$ cat config.mk
export PLATFORM = sky130hd
export DESIGN_NAME = decodeTop
export DESIGN_NICKNAME = d
export VERILOG_FILES = /design/src/logic/isaPkg.sv /design/src/logic/ctrlPkg.sv /design/src/logic/decodeTop.sv /design/src/logic/memDecode.sv /design/src/logic/flowDecode.sv /design/src/logic/aluOpDecode.sv /design/src/logic/decodeCtrl.sv
export SDC_FILE = /design/constraint.sdc
export NUM_CORES = 1
export LEC_CHECK = 0
export CELL_PAD_IN_SITES_DETAIL_PLACEMENT = 1
export CELL_PAD_IN_SITES_GLOBAL_PLACEMENT = 1
export CORE_ASPECT_RATIO = 1.2
export CORE_MARGIN = 3
export CORE_UTILIZATION = 36
export CTS_CLUSTER_DIAMETER = 40
export DETAILED_ROUTE_END_ITERATION = 10
export DONT_BUFFER_PORTS = 1
export GPL_TIMING_DRIVEN = 0
export PLACE_DENSITY_LB_ADDON = 0.25
export SYNTH_ARGS = -nofsm -noshare
export SYNTH_HDL_FRONTEND = slang
export SYNTH_SLANG_ARGS = --single-unit
$ cat constraint.sdc
create_clock -name clk -period 2.9 [get_ports clk]
set_input_delay 0.145 -clock clk [delete_from_list [all_inputs] [get_ports clk]]
set_output_delay 0.145 -clock clk [all_outputs]
set_load 0.02 [all_outputs]
$ cat src/logic/isaPkg.sv
package isaPkg;

    //////////////////////////////////////////////////
    // instruction word, R view and I view
    //////////////////////////////////////////////////

    typedef struct packed {
        logic [5:0] opcode;
        logic [4:0] rs;
        logic [4:0] rt;
        logic [4:0] rd;
        logic [4:0] shamt;
        logic [5:0] funct;
    } rFmtT;

    typedef struct packed {
        logic [5:0]  opcode;
        logic [4:0]  rs;
        logic [4:0]  rt;                       // branch condition for regimm
        logic [15:0] imm;
    } iFmtT;

    typedef union packed {
        rFmtT rFmt;
        iFmtT iFmt;
    } instrWordT;

    //////////////////////////////////////////////////
    // opcodes
    //////////////////////////////////////////////////

    localparam logic [5:0] opSpecial = 6'b000000;
    localparam logic [5:0] opRegimm  = 6'b000001;
    localparam logic [5:0] opJ       = 6'b000010;
    localparam logic [5:0] opJal     = 6'b000011;
    localparam logic [5:0] opBeq     = 6'b000100;
    localparam logic [5:0] opBne     = 6'b000101;
    localparam logic [5:0] opBlez    = 6'b000110;
    localparam logic [5:0] opBgtz    = 6'b000111;
    localparam logic [5:0] opAddi    = 6'b001000;
    localparam logic [5:0] opAddiu   = 6'b001001;
    localparam logic [5:0] opSlti    = 6'b001010;
    localparam logic [5:0] opSltiu   = 6'b001011;
    localparam logic [5:0] opAndi    = 6'b001100;
    localparam logic [5:0] opOri     = 6'b001101;
    localparam logic [5:0] opXori    = 6'b001110;
    localparam logic [5:0] opLui     = 6'b001111;
    localparam logic [5:0] opLb      = 6'b100000;
    localparam logic [5:0] opLh      = 6'b100001;
    localparam logic [5:0] opLw      = 6'b100011;
    localparam logic [5:0] opLbu     = 6'b100100;
    localparam logic [5:0] opLhu     = 6'b100101;
    localparam logic [5:0] opSb      = 6'b101000;
    localparam logic [5:0] opSh      = 6'b101001;
    localparam logic [5:0] opSw      = 6'b101011;

    // special group funct codes
    localparam logic [5:0] fnSll  = 6'b000000;
    localparam logic [5:0] fnSrl  = 6'b000010;
    localparam logic [5:0] fnSra  = 6'b000011;
    localparam logic [5:0] fnSllv = 6'b000100;
    localparam logic [5:0] fnSrlv = 6'b000110;
    localparam logic [5:0] fnSrav = 6'b000111;
    localparam logic [5:0] fnJr   = 6'b001000;
    localparam logic [5:0] fnJalr = 6'b001001;
    localparam logic [5:0] fnAdd  = 6'b100000;
    localparam logic [5:0] fnAddu = 6'b100001;
    localparam logic [5:0] fnSub  = 6'b100010;
    localparam logic [5:0] fnSubu = 6'b100011;
    localparam logic [5:0] fnAnd  = 6'b100100;
    localparam logic [5:0] fnOr   = 6'b100101;
    localparam logic [5:0] fnXor  = 6'b100110;
    localparam logic [5:0] fnNor  = 6'b100111;
    localparam logic [5:0] fnSlt  = 6'b101010;
    localparam logic [5:0] fnSltu = 6'b101011;

    localparam logic [4:0] rtBltz   = 5'b00000;
    localparam logic [4:0] rtBgez   = 5'b00001;
    localparam logic [4:0] rtBltzal = 5'b10000;
    localparam logic [4:0] rtBgezal = 5'b10001;

    //////////////////////////////////////////////////
    // ALU operation codes
    //////////////////////////////////////////////////

    typedef logic [4:0] aluOpT;

    localparam aluOpT aluAdd      = 5'd0;
    localparam aluOpT aluSub      = 5'd1;
    localparam aluOpT aluAnd      = 5'd2;
    localparam aluOpT aluOr       = 5'd3;
    localparam aluOpT aluXor      = 5'd4;
    localparam aluOpT aluNor      = 5'd5;
    localparam aluOpT aluSll      = 5'd7;
    localparam aluOpT aluSrl      = 5'd8;
    localparam aluOpT aluSra      = 5'd9;
    localparam aluOpT aluLoadAddr = 5'd10;
    localparam aluOpT aluLui      = 5'd11;
    localparam aluOpT aluSlt      = 5'd12;
    localparam aluOpT aluPassA    = 5'd18;        // result = operand A

endpackage
$ cat src/logic/ctrlPkg.sv
package ctrlPkg;

    // operand compare results that travel with each word
    typedef struct packed {
        logic zero;                               // rs == rt
        logic lessEqZero;                         // rs <= 0
        logic lessZero;                           // rs < 0
    } condFlagsT;

    typedef struct packed {
        isaPkg::instrWordT instr;
        condFlagsT         flags;
    } inItemT;

    typedef logic [1:0] pcSelT;

    localparam pcSelT pcSeq    = 2'd0;
    localparam pcSelT pcJump   = 2'd1;
    localparam pcSelT pcBranch = 2'd2;
    localparam pcSelT pcReg    = 2'd3;

    typedef logic [1:0] memWidthT;

    localparam memWidthT widWord = 2'd0;
    localparam memWidthT widHalf = 2'd1;
    localparam memWidthT widByte = 2'd2;

    //////////////////////////////////////////////////
    // decoded control bundle
    //////////////////////////////////////////////////

    typedef struct packed {
        logic          legal;
        isaPkg::aluOpT aluOp;
        logic          sign;
        logic          srcA;                      // shamt as operand A
        logic          srcB;                      // immediate as operand B
        logic          extSel;                    // sign extend imm
        logic          regDst;                    // rd, not rt
        logic          aluWre;
    } aluCtrlT;

    typedef struct packed {
        pcSelT pcSel;
        logic  link;                              // write return address
    } flowCtrlT;

    typedef struct packed {
        logic     read;
        logic     write;
        memWidthT width;
    } memCtrlT;

    typedef struct packed {
        aluCtrlT  alu;
        flowCtrlT flow;
        memCtrlT  mem;
    } decodedItemT;

    localparam int inCreditDepth  = 2;            // one per pipeline stage
    localparam int outCreditDepth = 4;            // execute queue entries

endpackage

$ cat src/logic/decodeTop.sv
`timescale 1ns/1ps

module decodeTop (
    input  logic                clk,
    input  logic                rstN,
    input  logic                inValid,
    input  ctrlPkg::inItemT     inItem,
    output logic                inCredit,
    output logic                outValid,
    output ctrlPkg::decodedItemT outItem,
    input  logic                outCredit
);
    import ctrlPkg::*;

    inItemT stage1Item;
    logic   loadOut;

    decodeCtrl u_ctrl (
        .clk        (clk),
        .rstN       (rstN),
        .inValid    (inValid),
        .inItem     (inItem),
        .inCredit   (inCredit),
        .outCredit  (outCredit),
        .stage1Item (stage1Item),
        .loadOut    (loadOut),
        .outValid   (outValid)
    );

    aluOpDecode u_alu (
        .clk        (clk),
        .rstN       (rstN),
        .stage1Item (stage1Item),
        .loadOut    (loadOut),
        .alu        (outItem.alu)
    );

    flowDecode u_flow (
        .clk        (clk),
        .rstN       (rstN),
        .stage1Item (stage1Item),
        .loadOut    (loadOut),
        .flow       (outItem.flow)
    );

    memDecode u_mem (
        .clk        (clk),
        .rstN       (rstN),
        .stage1Item (stage1Item),
        .loadOut    (loadOut),
        .mem        (outItem.mem)
    );

endmodule

$ cat src/logic/memDecode.sv
`timescale 1ns/1ps

module memDecode (
    input  logic             clk,
    input  logic             rstN,
    input  ctrlPkg::inItemT  stage1Item,
    input  logic             loadOut,
    output ctrlPkg::memCtrlT mem
);
    import isaPkg::*;
    import ctrlPkg::*;

    logic [5:0] opcode;
    memCtrlT    nxt;

    assign opcode = stage1Item.instr.iFmt.opcode;

    always_comb
    begin
        nxt.read  = opcode inside {opLb, opLh, opLw, opLbu, opLhu};
        nxt.write = opcode inside {opSb, opSh, opSw};
        case (opcode)
            opLb, opLbu, opSb: nxt.width = widByte;
            opLh, opLhu, opSh: nxt.width = widHalf;
            default:           nxt.width = widWord;   // also the idle value
        endcase
    end

    always_ff @(posedge clk)
    begin
        if (!rstN)
            mem <= '0;
        else if (loadOut)
            mem <= nxt;
    end

    noReadWrite: assert property (@(posedge clk) disable iff (!rstN)
        !(mem.read && mem.write));

endmodule

$ cat src/logic/flowDecode.sv
`timescale 1ns/1ps

module flowDecode (
    input  logic              clk,
    input  logic              rstN,
    input  ctrlPkg::inItemT   stage1Item,
    input  logic              loadOut,
    output ctrlPkg::flowCtrlT flow
);
    import isaPkg::*;
    import ctrlPkg::*;

    instrWordT instr;
    condFlagsT flags;
    flowCtrlT  nxt;
    logic      taken;

    assign instr = stage1Item.instr;
    assign flags = stage1Item.flags;

    always_comb
    begin
        nxt   = '0;
        taken = 1'b0;
        case (instr.rFmt.opcode)
            opJ:  nxt.pcSel = pcJump;
            opJal:
            begin
                nxt.pcSel = pcJump;
                nxt.link  = 1'b1;
            end
            opSpecial:
            begin
                if (instr.rFmt.funct inside {fnJr, fnJalr})
                    nxt.pcSel = pcReg;
                nxt.link = instr.rFmt.funct == fnJalr;
            end
            opBeq:  taken = flags.zero;
            opBne:  taken = !flags.zero;
            opBlez: taken = flags.lessEqZero;
            opBgtz: taken = !flags.lessEqZero;
            opRegimm:
            begin
                case (instr.iFmt.rt)
                    rtBltz, rtBltzal: taken = flags.lessZero;
                    rtBgez, rtBgezal: taken = !flags.lessZero;
                    default:          taken = 1'b0;
                endcase
                nxt.link = taken && (instr.iFmt.rt inside {rtBltzal, rtBgezal});
            end
            default: nxt = '0;
        endcase
        if (taken)
            nxt.pcSel = pcBranch;
    end

    always_ff @(posedge clk)
    begin
        if (!rstN)
            flow <= '0;
        else if (loadOut)
            flow <= nxt;
    end

    linkHasTarget: assert property (@(posedge clk) disable iff (!rstN)
        flow.link |-> flow.pcSel != pcSeq);

endmodule

$ cat src/logic/aluOpDecode.sv
`timescale 1ns/1ps

module aluOpDecode (
    input  logic             clk,
    input  logic             rstN,
    input  ctrlPkg::inItemT  stage1Item,
    input  logic             loadOut,
    output ctrlPkg::aluCtrlT alu
);
    import isaPkg::*;
    import ctrlPkg::*;

    instrWordT instr;
    aluCtrlT   nxt;

    assign instr = stage1Item.instr;

    always_comb
    begin
        nxt = '0;                                     // unknown stays all zero
        case (instr.rFmt.opcode)
            opSpecial:
            begin
                nxt.legal  = 1'b1;
                nxt.regDst = 1'b1;
                nxt.aluWre = 1'b1;
                nxt.srcA   = instr.rFmt.funct inside {fnSll, fnSrl, fnSra};
                nxt.sign   = instr.rFmt.funct inside {fnAdd, fnSub, fnSlt};
                case (instr.rFmt.funct)
                    fnSll, fnSllv: nxt.aluOp = aluSll;
                    fnSrl, fnSrlv: nxt.aluOp = aluSrl;
                    fnSra, fnSrav: nxt.aluOp = aluSra;
                    fnAdd, fnAddu: nxt.aluOp = aluAdd;
                    fnSub, fnSubu: nxt.aluOp = aluSub;
                    fnAnd:         nxt.aluOp = aluAnd;
                    fnOr:          nxt.aluOp = aluOr;
                    fnXor:         nxt.aluOp = aluXor;
                    fnNor:         nxt.aluOp = aluNor;
                    fnSlt, fnSltu: nxt.aluOp = aluSlt;
                    fnJr, fnJalr:
                    begin
                        nxt.aluOp  = aluPassA;        // target comes from rs
                        nxt.aluWre = 1'b0;
                    end
                    default:       nxt = '0;
                endcase
            end
            opAddi, opAddiu, opSlti, opSltiu, opAndi, opOri, opXori, opLui:
            begin
                nxt.legal  = 1'b1;
                nxt.srcB   = 1'b1;
                nxt.aluWre = 1'b1;
                nxt.extSel = instr.iFmt.opcode inside {opAddi, opAddiu, opSlti, opSltiu};
                nxt.sign   = instr.iFmt.opcode inside {opAddi, opSlti};
                case (instr.iFmt.opcode)
                    opAddi, opAddiu: nxt.aluOp = aluAdd;
                    opSlti, opSltiu: nxt.aluOp = aluSlt;
                    opAndi:          nxt.aluOp = aluAnd;
                    opOri:           nxt.aluOp = aluOr;
                    opXori:          nxt.aluOp = aluXor;
                    default:         nxt.aluOp = aluLui;
                endcase
            end
            opLb, opLh, opLw, opLbu, opLhu:
            begin
                nxt.legal  = 1'b1;
                nxt.srcB   = 1'b1;
                nxt.aluOp  = aluLoadAddr;
                nxt.extSel = instr.iFmt.opcode != opLw;   // lw keeps imm zero extended
                nxt.sign   = instr.iFmt.opcode inside {opLb, opLh};
            end
            opSb, opSh, opSw:
            begin
                nxt.legal  = 1'b1;
                nxt.srcB   = 1'b1;
                nxt.extSel = 1'b1;
                nxt.aluOp  = aluAdd;
            end
            opJ, opJal:
            begin
                nxt.legal = 1'b1;
                nxt.aluOp = aluAdd;
            end
            opBeq, opBne, opBlez, opBgtz:
            begin
                nxt.legal  = 1'b1;
                nxt.regDst = 1'b1;
                nxt.aluOp  = aluSub;
            end
            opRegimm:
            begin
                if (instr.iFmt.rt inside {rtBltz, rtBgez, rtBltzal, rtBgezal})
                begin
                    nxt.legal  = 1'b1;
                    nxt.regDst = 1'b1;
                    nxt.aluOp  = aluSub;
                end
            end
            default: nxt = '0;
        endcase
    end

    always_ff @(posedge clk)
    begin
        if (!rstN)
        begin
            alu <= '0;
        end
        else if (loadOut)
        begin
            alu <= nxt;
        end
    end

endmodule

$ cat src/logic/decodeCtrl.sv
`timescale 1ns/1ps

module decodeCtrl (
    input  logic            clk,
    input  logic            rstN,
    input  logic            inValid,
    input  ctrlPkg::inItemT inItem,
    output logic            inCredit,
    input  logic            outCredit,
    output ctrlPkg::inItemT stage1Item,
    output logic            loadOut,
    output logic            outValid
);
    import ctrlPkg::*;

    localparam int cntW = $clog2(outCreditDepth + 1);

    logic            stage1Valid;
    logic [cntW-1:0] outCnt;
    logic            creditAvail;
    logic            refill;

    //////////////////////////////////////////////////
    // stage advance
    //////////////////////////////////////////////////

    assign creditAvail = (outCnt != '0) || outCredit;   // returning credit usable now
    assign loadOut     = stage1Valid && creditAvail;
    assign refill      = !stage1Valid || loadOut;

    always_ff @(posedge clk)
    begin
        if (!rstN)
        begin
            stage1Valid <= 1'b0;
        end
        else if (refill)
        begin
            stage1Valid <= inValid;
        end
    end

    always_ff @(posedge clk)
    begin
        if (refill && inValid)
        begin
            stage1Item <= inItem;
        end
    end

    // credit back upstream, output valid one cycle after the load
    always_ff @(posedge clk)
    begin
        if (!rstN)
        begin
            inCredit <= 1'b0;
            outValid <= 1'b0;
        end
        else
        begin
            inCredit <= loadOut;
            outValid <= loadOut;
        end
    end

    //////////////////////////////////////////////////
    // downstream credits
    //////////////////////////////////////////////////

    always_ff @(posedge clk)
    begin
        if (!rstN)
        begin
            outCnt <= cntW'(outCreditDepth);
        end
        else
        begin
            outCnt <= outCnt - cntW'(loadOut) + cntW'(outCredit);
        end
    end

    cntBounded: assert property (@(posedge clk) disable iff (!rstN)
        outCnt <= cntW'(outCreditDepth));

    noExtraCredit: assert property (@(posedge clk) disable iff (!rstN)
        !(outCredit && outCnt == cntW'(outCreditDepth)));

    noOverrun: assert property (@(posedge clk) disable iff (!rstN)
        !(inValid && stage1Valid && !loadOut));       // upstream ignored its credits

endmodule

==> impl_metrics.prom, run 1 <==
# TYPE chip_impl_metric gauge
chip_impl_info{name="synth_flop_cell",value="sky130_fd_sc_hd__dfxtp_1"} 1
chip_impl_metric{name="floorplan.die_area",unit="um2"} 6972
chip_impl_metric{name="initial_core_util",unit=""} 0.3763
chip_impl_metric{name="core-area",unit="um2"} 5743
chip_impl_metric{name="gr-total-overflow",unit=""} 0
chip_impl_metric{name="r2r.worst_path.cells",unit=""} 10
chip_impl_metric{name="postRouteAntennaNets",unit=""} 0
chip_impl_metric{name="syn-mean-instance-area",unit="um2"} 9.912
chip_impl_metric{name="cts.reportedPaths.clkPinSlew",unit="ns"} 0.08
chip_impl_metric{name="vias",unit=""} 1743
chip_impl_info{name="clockRootBuffer",value="sky130_fd_sc_hd__clkbuf_8"} 1
chip_impl_metric{name="route.detailed.wl_per_inst",unit="um"} 16.58
chip_impl_info{name="tritoncts_clock_tree",value="done"} 1
chip_impl_metric{name="die_wd",unit="um"} 76.73
chip_impl_info{name="critical_path.endpoint_type",value="flop"} 1
chip_impl_metric{name="period_share",unit=""} 0.9360
chip_impl_info{name="final_common_cell",value="sky130_fd_sc_hd__dfxtp_1"} 1
chip_impl_metric{name="clock.fmax",unit="MHz"} 368.4
chip_impl_metric{name="detailedPlacementHpwl",unit="um"} 3927
chip_impl_metric{name="fp-row-count",unit=""} 30
chip_impl_metric{name="fin_skew",unit="ns"} 0.007030
chip_impl_info{name="worstSetupStartpoint",value="u_ctrl.outCnt[1]$_SDFF_PN0_"} 1
chip_impl_metric{name="worst_ep_required_time",unit="ns"} 3.06
chip_impl_metric{name="io_buffer_count",unit=""} 0
chip_impl_metric{name="synth_top_area_share",unit=""} 0.2779
chip_impl_metric{name="ys_seq_elements",unit=""} 44
chip_impl_info{name="critical_path.reg2reg.startpoint",value="u_ctrl.outCnt[1]$_SDFF_PN0_"} 1
chip_impl_metric{name="async_flop_share",unit=""} 0
chip_impl_metric{name="power.total",unit="mW"} 1.435
chip_impl_info{name="critical_path.reg2reg.endpoint",value="u_ctrl.outCnt[2]$_SDFF_PN1_"} 1
chip_impl_metric{name="r2r_slack",unit="ns"} 0.19
chip_impl_metric{name="cap_violations",unit=""} 0
chip_impl_metric{name="routed_wl",unit="um"} 5438
chip_impl_metric{name="worst_path_max_fanout",unit=""} 10
chip_impl_metric{name="leakage",unit="nW"} 0.8900
chip_impl_metric{name="grt_max_degree",unit=""} 21
chip_impl_metric{name="tritoncts.num_buffers",unit=""} 5
chip_impl_metric{name="grt.total_usage",unit=""} 0.1665
chip_impl_metric{name="detailedRoute.firstIterationViolations",unit=""} 64
chip_impl_metric{name="finalHoldViolCount",unit=""} 0
chip_impl_metric{name="timing_worst_slew_pin_value",unit="ns"} 0.5513
chip_impl_metric{name="syn_area",unit="um2"} 2161
chip_impl_metric{name="vias_per_cell",unit=""} 5.314
chip_impl_metric{name="vias_in_the_first_global_route",unit=""} 1771
chip_impl_metric{name="synth_cell_types",unit=""} 60
chip_impl_metric{name="synthCells",unit=""} 218
chip_impl_metric{name="worst-endpoint-arrival",unit="ns"} 2.88
chip_impl_metric{name="report.final.slew_viol_count",unit=""} 0
chip_impl_info{name="post-synth-top-area-cell",value="sky130_fd_sc_hd__edfxtp_1"} 1
chip_impl_metric{name="die_h",unit="um"} 90.87
chip_impl_metric{name="synth_warnings",unit=""} 0
chip_impl_info{name="worstSetupPathType",value="reg -> reg"} 1
chip_impl_info{name="top_library_cells_by_usage_in_the_layout_fill_and_taps_aside",value="sky130_fd_sc_hd__dfxtp_1 (24), sky130_fd_sc_hd__dlygate4sd3_1 (21), sky130_fd_sc_hd__edfxtp_1 (20)"} 1
chip_impl_metric{name="finalWorstPathRequiredPeriod",unit="ns"} 2.715
chip_impl_info{name="run_status",value="completed"} 1
chip_impl_metric{name="clock_latency_on_the_worst_skew_pair",unit="ns"} 0.30
chip_impl_metric{name="final_util",unit=""} 0.4549
chip_impl_info{name="timing.critical_path.from_type",value="flop"} 1
chip_impl_metric{name="ys_seq_area_frac",unit=""} 0.5003
chip_impl_metric{name="largest_buffer_count_on_any_clock_path",unit=""} 2
chip_impl_metric{name="drive_gt1_frac",unit=""} 0.1129
chip_impl_metric{name="vdd.ir_drop.worst",unit="mV"} 0.3703
chip_impl_metric{name="grt_antenna_before_repair",unit=""} 0
chip_impl_metric{name="finalSetupViolations",unit=""} 0
chip_impl_info{name="ys_top_cells_by_area",value="sky130_fd_sc_hd__edfxtp_1 (28%), sky130_fd_sc_hd__dfxtp_1 (22%), sky130_fd_sc_hd__a21oi_1 (3.5%)"} 1
chip_impl_metric{name="finish.net_count",unit=""} 289
chip_impl_metric{name="insertedDiodeCount",unit=""} 0
chip_impl_metric{name="layout-area-overhead-vs-synth",unit="%"} 20.90
chip_impl_metric{name="mappedNetlistNets",unit=""} 260
chip_impl_metric{name="floorplan.io_pins",unit=""} 60
chip_impl_metric{name="power-per-cell-area",unit="nW/um2"} 549.1
chip_impl_metric{name="synth-edff-count",unit=""} 20
chip_impl_metric{name="post_cts_repair_timing_setup_buffer_count",unit=""} 0
chip_impl_metric{name="grt_first_pass_wirelength",unit="um"} 9163
chip_impl_metric{name="cts_sinks",unit=""} 44
chip_impl_metric{name="cts_htree_levels",unit=""} 2
chip_impl_metric{name="slew_headroom",unit=""} 0.6229
chip_impl_info{name="hold_path_class",value="in -> reg"} 1
chip_impl_metric{name="gp_routability_congestion",unit=""} 0.7945
chip_impl_info{name="crit_end",value="u_ctrl.outCnt[2]$_SDFF_PN1_"} 1
chip_impl_metric{name="post_route_drc",unit=""} 0
chip_impl_metric{name="first_pass_iters",unit=""} 4
==> critical path, cell delays in order, from the launching register on <==
cell                       delay [ns]
sky130_fd_sc_hd__dfxtp_1         0.37
sky130_fd_sc_hd__o41ai_4         0.48
sky130_fd_sc_hd__inv_1           0.11
sky130_fd_sc_hd__clkbuf_1        0.26
sky130_fd_sc_hd__ha_1            0.35
sky130_fd_sc_hd__inv_1           0.04
sky130_fd_sc_hd__ha_1            0.19
sky130_fd_sc_hd__fa_1            0.38
sky130_fd_sc_hd__xnor2_1         0.18
sky130_fd_sc_hd__xnor2_1         0.14
sky130_fd_sc_hd__nand2_1         0.07
==> synth_stat cells, types with 2 or more instances <==
library cell	instances
sky130_fd_sc_hd__a2111oi_0	2
sky130_fd_sc_hd__or3b_2	4
sky130_fd_sc_hd__inv_1	13
sky130_fd_sc_hd__nand3b_1	2
sky130_fd_sc_hd__xnor2_1	4
sky130_fd_sc_hd__edfxtp_1	20
sky130_fd_sc_hd__a211oi_1	2
sky130_fd_sc_hd__a31oi_1	5
sky130_fd_sc_hd__a2bb2oi_1	2
sky130_fd_sc_hd__nor2_1	10
sky130_fd_sc_hd__dfxtp_1	24
sky130_fd_sc_hd__nor3_1	4
sky130_fd_sc_hd__a22oi_1	2
sky130_fd_sc_hd__o22ai_1	4
sky130_fd_sc_hd__nand2b_1	4
sky130_fd_sc_hd__ha_1	2
sky130_fd_sc_hd__nor4_1	3
sky130_fd_sc_hd__nand4_1	3
sky130_fd_sc_hd__o21ai_0	9
sky130_fd_sc_hd__buf_2	2
sky130_fd_sc_hd__or4_1	2
sky130_fd_sc_hd__buf_4	2
sky130_fd_sc_hd__and3_1	2
sky130_fd_sc_hd__o211ai_1	2
sky130_fd_sc_hd__nand2_1	13
sky130_fd_sc_hd__clkbuf_1	12
sky130_fd_sc_hd__and2_1	4
sky130_fd_sc_hd__nand3_1	10
sky130_fd_sc_hd__o21ai_1	3
sky130_fd_sc_hd__nor2b_1	3
sky130_fd_sc_hd__a21oi_1	15
==> cell type report <==
class                      instances  area, um2
inverter                          13      48.80
clock buffer                       5      68.82
fill                             647       3131
multi-input combinational        142      955.9
sequential                        44       1081
clock inverter                     3      42.54
buffer                            19      90.09
tap                               80      100.1
timing repair buffer              22      225.2
==> per-stage QoR <==
step           setup WS (ns)  cell area [um2]  setup TNS (ns)  hold WS [ns]  cells
4_1_cts              0.03606             2601               0       0.03967    328
3_3_place_gp        -0.04009             2261         -0.7799        0.2439    298
6_report              0.1855             2613               0       0.05352    328
2_1_floorplan         0.4887             2161               0        0.2439    218
5_1_grt             -0.01135             2613        -0.01135       0.04401    328
3_5_place_dp         0.05997             2280               0        0.2439    299
==> cells by family after synthesis <==
| kind of cell | count (synthesis) | synth area share |
|---|---|---|
| AND/OR/NAND/NOR | 71 | 0.1876 |
| buffers and inverters | 32 | 0.06427 |
| multiplexers | 1 | 0.004632 |
| adder cells (fa/ha/maj) | 3 | 0.02084 |
| AO/OA/AOI/OAI | 62 | 0.2021 |
| flip-flops | 44 | 0.5003 |
| XOR/XNOR | 5 | 0.02027 |
==> worst min path at each step <==
stage	slack [ns]	start	cells past startpoint	to
final	0.05	rstN	2	u_alu.alu[9]$_SDFFE_PN0P_
after global routing	0.04	rstN	2	u_alu.alu[9]$_SDFFE_PN0P_
after CTS	0.04	rstN	2	u_alu.alu[9]$_SDFFE_PN0P_
after detailed placement	0.24	inItem[33]	0	u_ctrl.stage1Item[33]$_DFFE_PP_
after global placement	0.24	inItem[30]	0	u_ctrl.stage1Item[30]$_DFFE_PP_
after floorplan	0.24	inItem[0]	0	u_ctrl.stage1Item[0]$_DFFE_PP_
==> flip-flops by register name, indices dropped and copies added (netlist names) <==
register / count
u_alu.alu: 12
u_ctrl.stage1Item: 20
u_mem.mem: 4
u_ctrl.stage1Valid: 1
u_flow.flow: 3
u_ctrl.outCnt: 3
u_ctrl.inCredit: 1
==> routing by layer <==
layer	vias up	part of all wire	GRT usage
met4	0	0.013	0.04985
met5	-	0	0
met2	51	0.50	0.2791
met1	826	0.44	0.2053
met3	6	0.054	0.04890
li1	860	-	-
==> power by group <==
group          switching, mW  leakage (nW)  internal [mW]
registers             0.0483         0.391          0.692
clock network          0.207        0.0558          0.255
logic                  0.130         0.443          0.103
total                  0.384         0.890           1.05
==> what timing repair did <==
action | in CTS | in global routing
gates resized for setup | 0 | 1
setup endpoints to repair | 0 | 1
hold buffers | 21 | 0
endpoints found under the hold margin | 21 | 0
Note: power is estimated with default switching activity, not from simulation.
==> run 2: changes to the inputs <==
--- a/config.mk
+++ b/config.mk
@@ -8,13 +8,14 @@
 export CELL_PAD_IN_SITES_DETAIL_PLACEMENT = 1
 export CELL_PAD_IN_SITES_GLOBAL_PLACEMENT = 1
 export CORE_ASPECT_RATIO = 1.2
-export CORE_MARGIN = 3
+export CORE_MARGIN = 2
 export CORE_UTILIZATION = 36
 export CTS_CLUSTER_DIAMETER = 40
 export DETAILED_ROUTE_END_ITERATION = 10
 export DONT_BUFFER_PORTS = 1
 export GPL_TIMING_DRIVEN = 0
 export PLACE_DENSITY_LB_ADDON = 0.25
+export SKIP_CTS_REPAIR_TIMING = 1
 export SYNTH_ARGS = -nofsm -noshare
 export SYNTH_HDL_FRONTEND = slang
 export SYNTH_SLANG_ARGS = --single-unit
==> impl_metrics.prom, run 2 (synthesis gave the netlist of run 1 again) <==
# TYPE chip_impl_metric gauge
chip_impl_metric{name="cts_sinks",unit=""} 44
chip_impl_metric{name="fin_skew",unit="ns"} 0.01171
chip_impl_metric{name="largest_buffer_count_on_any_clock_path",unit=""} 2
chip_impl_info{name="run_status",value="completed"} 1
chip_impl_info{name="rsz_0062_raised_after_global_routing",value="no"} 1
chip_impl_metric{name="dpl_worst_slack",unit="ns"} 0.03713
chip_impl_metric{name="worst_path_max_fanout",unit=""} 10
chip_impl_info{name="timing.critical_path.from_type",value="flop"} 1
chip_impl_info{name="reg.largest.list",value="u_ctrl.stage1Item (20), u_alu.alu (12), u_mem.mem (4)"} 1
chip_impl_metric{name="min_path_cells",unit=""} 2
chip_impl_metric{name="detailedPlacementHpwl",unit="um"} 3810
chip_impl_metric{name="largest_register_ffs",unit=""} 20
chip_impl_metric{name="worst-endpoint-arrival",unit="ns"} 2.89
chip_impl_metric{name="vdd.ir_drop.worst",unit="mV"} 0.3694
chip_impl_metric{name="cap_violations",unit=""} 0
chip_impl_metric{name="grt.total_usage",unit=""} 0.1678
chip_impl_metric{name="insertedDiodeCount",unit=""} 0
chip_impl_metric{name="vias_in_the_first_global_route",unit=""} 1670
chip_impl_metric{name="period_share",unit=""} 0.9350
chip_impl_info{name="critical_path.reg2reg.startpoint",value="u_ctrl.outCnt[1]$_SDFF_PN0_"} 1
chip_impl_metric{name="die_wd",unit="um"} 74.73
chip_impl_info{name="hold_path_class",value="in -> reg"} 1
chip_impl_metric{name="finalSetupTns",unit="ns"} 0
chip_impl_metric{name="crit_path_max_incr_delay",unit="ns"} 0.50
chip_impl_metric{name="worstPathBufferInverterCount",unit=""} 3
chip_impl_info{name="tritoncts_clock_tree",value="done"} 1
chip_impl_metric{name="clock.fmax",unit="MHz"} 368.8
chip_impl_metric{name="grt_max_degree",unit=""} 21
chip_impl_metric{name="vias_per_cell",unit=""} 5.277
chip_impl_info{name="critical-path-slowest-cell",value="sky130_fd_sc_hd__o41ai_4"} 1
chip_impl_metric{name="floorplan.die_area",unit="um2"} 6641
chip_impl_metric{name="routed_wl",unit="um"} 5448
chip_impl_metric{name="grt_first_pass_wirelength",unit="um"} 8411
chip_impl_metric{name="floorplan.io_pins",unit=""} 60
chip_impl_metric{name="finish.net_count",unit=""} 289
chip_impl_metric{name="io_buffer_count",unit=""} 0
chip_impl_info{name="critical_path.endpoint_type",value="flop"} 1
chip_impl_metric{name="gp_routability_congestion",unit=""} 0.8181
chip_impl_metric{name="slew_headroom",unit=""} 0.5923
chip_impl_info{name="worstSetupPathType",value="reg -> reg"} 1
chip_impl_metric{name="post_route_drc",unit=""} 0
chip_impl_metric{name="layout-area-overhead-vs-synth",unit="%"} 19.69
chip_impl_info{name="crit_chain",value="o41ai_4 -> inv_1 -> clkbuf_1 -> ha_1 -> inv_1 -> ha_1 -> fa_1 -> xnor2_1 -> xnor2_1 -> nand2_1"} 1
chip_impl_info{name="clockRootBuffer",value="sky130_fd_sc_hd__clkbuf_8"} 1
chip_impl_metric{name="initial_core_util",unit=""} 0.3763
chip_impl_metric{name="worst_ep_required_time",unit="ns"} 3.08
chip_impl_metric{name="placedCellCount",unit=""} 299
chip_impl_metric{name="gr-total-overflow",unit=""} 0
chip_impl_info{name="worstSetupStartpoint",value="u_ctrl.outCnt[1]$_SDFF_PN0_"} 1
chip_impl_metric{name="clock_latency_on_the_worst_skew_pair",unit="ns"} 0.30
chip_impl_metric{name="r2r.worst_path.cells",unit=""} 10
chip_impl_metric{name="first_pass_iters",unit=""} 4
chip_impl_metric{name="power-per-cell-area",unit="nW/um2"} 522.7
chip_impl_metric{name="count_of_filler_cells_inserted_in_the_layout",unit=""} 659
chip_impl_info{name="registers.top_by_ff_count",value="u_ctrl.stage1Item"} 1
chip_impl_metric{name="fp-row-count",unit=""} 30
chip_impl_metric{name="postRouteAntennaNets",unit=""} 0
chip_impl_metric{name="cp_num_cells",unit=""} 10
chip_impl_metric{name="core-area",unit="um2"} 5743
chip_impl_info{name="hold_start",value="rstN"} 1
chip_impl_metric{name="drive_gt1_frac",unit=""} 0.1089
chip_impl_metric{name="worst_slack",unit="ns"} 0.1885
chip_impl_metric{name="post_layout_nonfiller_instances",unit=""} 328
chip_impl_metric{name="detailedRoute.firstIterationViolations",unit=""} 54
chip_impl_metric{name="vias",unit=""} 1731
chip_impl_metric{name="report.final.slew_viol_count",unit=""} 0
chip_impl_metric{name="grt_antenna_before_repair",unit=""} 0
chip_impl_metric{name="route.detailed.wl_per_inst",unit="um"} 16.61
chip_impl_metric{name="hold_slack",unit="ns"} 0.05060
chip_impl_metric{name="timing_worst_slew_pin_value",unit="ns"} 0.6116
chip_impl_metric{name="finalSetupViolations",unit=""} 0
chip_impl_metric{name="die_h",unit="um"} 88.87
chip_impl_metric{name="cts.reportedPaths.clkPinSlew",unit="ns"} 0.09
chip_impl_metric{name="finalHoldViolCount",unit=""} 0
chip_impl_metric{name="tritoncts.num_buffers",unit=""} 5
chip_impl_metric{name="leakage",unit="nW"} 0.8766
chip_impl_info{name="critical-path-top-delay-family",value="adder cells"} 1
chip_impl_metric{name="cts_htree_levels",unit=""} 2
chip_impl_info{name="final_common_cell",value="sky130_fd_sc_hd__dfxtp_1"} 1
chip_impl_info{name="top_library_cells_by_usage_in_the_layout_fill_and_taps_aside",value="sky130_fd_sc_hd__dfxtp_1 (24), sky130_fd_sc_hd__dlygate4sd3_1 (21), sky130_fd_sc_hd__edfxtp_1 (20)"} 1
chip_impl_metric{name="final_util",unit=""} 0.4503
chip_impl_metric{name="finalWorstPathRequiredPeriod",unit="ns"} 2.712
run 2: per-stage QoR:
step	instance area (um2)	power [mW]
after floorplan	2161	0.9014
after global routing	2586	1.420
after global placement	2261	0.9475
after CTS	2365	1.337
after detailed placement	2280	0.9614
final	2586	1.352
run 2: area by class of cell:
cell class | instances | area [um2] | area share
Sequential cell | 44 | 1081 | 0.4180
Timing Repair Buffer | 22 | 225.2 | 0.08708
Clock buffer | 7 | 76.32 | 0.02951
Inverter | 13 | 48.80 | 0.01887
Buffer | 19 | 90.09 | 0.03483
Clock inverter | 1 | 8.758 | 0.003387
Multi-Input combinational cell | 142 | 955.9 | 0.3696
Tap cell | 80 | 100.1 | 0.03870
run 2: final timing paths:
check | slack, ns | end
worst max-delay path | 0.19 | u_ctrl.outCnt[2]$_SDFF_PN1_
worst min-delay path | 0.05 | u_alu.alu[9]$_SDFFE_PN0P_
worst min register to register | 0.56 | u_alu.alu[2]$_SDFFE_PN0P_
worst max register to register | 0.19 | u_ctrl.outCnt[2]$_SDFF_PN1_
run 2: metal layers:
layer	wire length [um]	GRT usage	up-vias
met3	267	0.03872	9
met4	104	0.05844	0
met5	0	0	-
met1	2434	0.2124	822
li1	-	-	860
met2	2641	0.2800	40
run 2: power breakdown:
| group | total, mW | switching [mW] | internal [mW] |
|---|---|---|---|
| clock network | 0.379 | 0.207 | 0.172 |
| logic | 0.232 | 0.130 | 0.103 |
| registers | 0.740 | 0.0479 | 0.692 |
| total | 1.35 | 0.385 | 0.967 |
==> run 3: changes to the inputs <==
==> constraint.sdc (replaced) <==
create_clock -name clk -period 2.5 [get_ports clk]
set_input_delay 0.125 -clock clk [delete_from_list [all_inputs] [get_ports clk]]
set_output_delay 0.125 -clock clk [all_outputs]
set_load 0.02 [all_outputs]
==> impl_metrics.prom, run 3 (synthesis gave the netlist of run 1 again) <==
# TYPE chip_impl_metric gauge
chip_impl_info{name="clockRootBuffer",value="sky130_fd_sc_hd__clkbuf_8"} 1
chip_impl_metric{name="clock_latency_on_the_worst_skew_pair",unit="ns"} 0.30
chip_impl_metric{name="placedCellCount",unit=""} 299
chip_impl_metric{name="floorplan.io_pins",unit=""} 60
chip_impl_metric{name="first_pass_iters",unit=""} 4
chip_impl_info{name="crit_chain",value="o41ai_4 -> inv_1 -> buf_6 -> ha_1 -> inv_1 -> ha_1 -> fa_2 -> xnor2_2 -> xnor2_1 -> nand2_1"} 1
chip_impl_metric{name="drive_gt1_frac",unit=""} 0.1355
chip_impl_metric{name="power-per-cell-area",unit="nW/um2"} 605.3
chip_impl_info{name="registers.top_by_ff_count",value="u_ctrl.stage1Item"} 1
chip_impl_metric{name="r2r.worst_path.cells",unit=""} 10
chip_impl_metric{name="r2r_slack",unit="ns"} 0.09
chip_impl_metric{name="vdd.ir_drop.worst",unit="mV"} 0.4298
chip_impl_metric{name="clock_share_of_power",unit=""} 0.274
chip_impl_metric{name="layout-area-overhead-vs-synth",unit="%"} 21.71
chip_impl_metric{name="detailedPlacementHpwl",unit="um"} 3810
chip_impl_metric{name="report.final.slew_viol_count",unit=""} 0
chip_impl_metric{name="core-area",unit="um2"} 5743
chip_impl_info{name="timing.critical_path.from_type",value="flop"} 1
chip_impl_metric{name="vias_in_the_first_global_route",unit=""} 1670
chip_impl_metric{name="grt_max_degree",unit=""} 21
chip_impl_info{name="critical-path-slowest-cell",value="sky130_fd_sc_hd__o41ai_4"} 1
chip_impl_metric{name="power_switching",unit="uW"} 449.9
chip_impl_metric{name="final_util",unit=""} 0.4580
chip_impl_info{name="critical-path-top-delay-family",value="adder cells"} 1
chip_impl_metric{name="gp_routability_congestion",unit=""} 0.8181
chip_impl_info{name="final_common_cell",value="sky130_fd_sc_hd__dfxtp_1"} 1
chip_impl_metric{name="leakage",unit="nW"} 0.9025
chip_impl_info{name="top_library_cells_by_usage_in_the_layout_fill_and_taps_aside",value="sky130_fd_sc_hd__dfxtp_1 (23), sky130_fd_sc_hd__dlygate4sd3_1 (21), sky130_fd_sc_hd__edfxtp_1 (20)"} 1
chip_impl_metric{name="portion_of_total_power_attributed_to_combinational_logic",unit=""} 0.183
chip_impl_metric{name="dpl_worst_slack",unit="ns"} -0.3629
chip_impl_metric{name="seq_power_share",unit=""} 0.542
chip_impl_metric{name="post_route_drc",unit=""} 0
chip_impl_metric{name="slew_headroom",unit=""} 0.5950
chip_impl_info{name="critical_path.endpoint_type",value="flop"} 1
chip_impl_metric{name="cts.reportedPaths.clkPinSlew",unit="ns"} 0.08
chip_impl_metric{name="power.total",unit="mW"} 1.592
chip_impl_metric{name="floorplan.die_area",unit="um2"} 6641
chip_impl_metric{name="die_wd",unit="um"} 74.73
chip_impl_metric{name="swShare",unit=""} 0.2826
chip_impl_metric{name="crit_path_max_incr_delay",unit="ns"} 0.42
chip_impl_metric{name="cap_violations",unit=""} 0
chip_impl_metric{name="initial_core_util",unit=""} 0.3763
chip_impl_metric{name="routed_wl",unit="um"} 5522
chip_impl_metric{name="finalHoldViolCount",unit=""} 0
chip_impl_metric{name="clock.fmax",unit="MHz"} 414.1
chip_impl_metric{name="worst-endpoint-arrival",unit="ns"} 2.59
chip_impl_metric{name="gr-total-overflow",unit=""} 0
chip_impl_info{name="run_status",value="completed"} 1
chip_impl_metric{name="cp_num_cells",unit=""} 10
chip_impl_metric{name="internal_power",unit="mW"} 1.142
chip_impl_metric{name="vias_per_cell",unit=""} 5.263
chip_impl_metric{name="postRouteAntennaNets",unit=""} 0
chip_impl_metric{name="insertedDiodeCount",unit=""} 0
chip_impl_metric{name="timing_worst_slew_pin_value",unit="ns"} 0.6075
chip_impl_metric{name="vias",unit=""} 1742
chip_impl_metric{name="cts_htree_levels",unit=""} 2
chip_impl_metric{name="worst_path_max_fanout",unit=""} 5
chip_impl_metric{name="post_layout_nonfiller_instances",unit=""} 331
chip_impl_metric{name="fp-row-count",unit=""} 30
chip_impl_metric{name="hold_slack",unit="ns"} 0.02936
chip_impl_metric{name="fin_skew",unit="ns"} 0.007284
chip_impl_metric{name="grt_first_pass_wirelength",unit="um"} 8411
chip_impl_metric{name="worstPathBufferInverterCount",unit=""} 3
chip_impl_metric{name="worst_slack",unit="ns"} 0.08508
chip_impl_info{name="tritoncts_clock_tree",value="done"} 1
chip_impl_metric{name="finalSetupViolations",unit=""} 0
chip_impl_metric{name="tritoncts.num_buffers",unit=""} 5
chip_impl_metric{name="period_share",unit=""} 0.9660
chip_impl_metric{name="route.detailed.wl_per_inst",unit="um"} 16.68
chip_impl_metric{name="grt_antenna_before_repair",unit=""} 0
chip_impl_metric{name="grt.total_usage",unit=""} 0.1678
chip_impl_metric{name="die_h",unit="um"} 88.87
chip_impl_metric{name="detailedRoute.firstIterationViolations",unit=""} 64
chip_impl_metric{name="min_path_cells",unit=""} 2
chip_impl_metric{name="count_of_filler_cells_inserted_in_the_layout",unit=""} 660
chip_impl_metric{name="cts_sinks",unit=""} 44
chip_impl_metric{name="io_buffer_count",unit=""} 0
chip_impl_metric{name="finalWorstPathRequiredPeriod",unit="ns"} 2.415
chip_impl_metric{name="largest_register_ffs",unit=""} 20
chip_impl_info{name="worstSetupPathType",value="reg -> reg"} 1
chip_impl_info{name="hold_path_class",value="in -> reg"} 1
chip_impl_metric{name="largest_buffer_count_on_any_clock_path",unit=""} 2
chip_impl_metric{name="worst_ep_required_time",unit="ns"} 2.67
chip_impl_metric{name="finish.net_count",unit=""} 292
chip_impl_info{name="reg.largest.list",value="u_ctrl.stage1Item (20), u_alu.alu (12), u_mem.mem (4)"} 1
## run 3: per-layer routing
metal  vias up  wire (um)  track usage
met2        41       2715       0.2800
li1        868          -            -
met5         -          0            0
met3         9        267      0.03872
met4         0        104      0.05844
met1       824       2434       0.2124
## run 3: power by group through the flow
stage / clock network (mW) / logic (mW) / registers (mW)
detailed placement: 0 / 0.244 / 0.871
global placement: 0 / 0.228 / 0.871
CTS: 0.451 / 0.245 / 0.855
finish: 0.437 / 0.292 / 0.863
global route: 0.478 / 0.324 / 0.872
floorplan: 0 / 0.185 / 0.861
## run 3: worst paths after layout
| kind | from | endpoint |
|---|---|---|
| worst max register to register | u_ctrl.outCnt[1]$_SDFF_PN0_ | u_ctrl.outCnt[2]$_SDFF_PN1_ |
| worst min register to register | u_ctrl.outCnt[1]$_SDFF_PN0_ | u_ctrl.outCnt[2]$_SDFF_PN1_ |
| worst min-delay path | rstN | u_alu.alu[9]$_SDFFE_PN0P_ |
| worst max-delay path | u_ctrl.outCnt[1]$_SDFF_PN0_ | u_ctrl.outCnt[2]$_SDFF_PN1_ |
## run 3: stage by stage
stage / setup TNS (ns) / area (um2)
after global routing: -0.02144 / 2630
after detailed placement: -0.5456 / 2280
after floorplan: 0 / 2161
final: 0 / 2630
after global placement: -8.967 / 2261
after CTS: -0.5718 / 2365
## run 3: layout make-up
type	instances	area [um2]	area share
plain buffers	19	97.59	0.03711
clock inverters	1	8.758	0.003330
clock buffers	7	76.32	0.02902
well taps	80	100.1	0.03806
multi-input cells	142	965.9	0.3673
inverters	13	48.80	0.01855
flip-flops and latches	44	1085	0.4125
repair buffers	25	247.7	0.09420
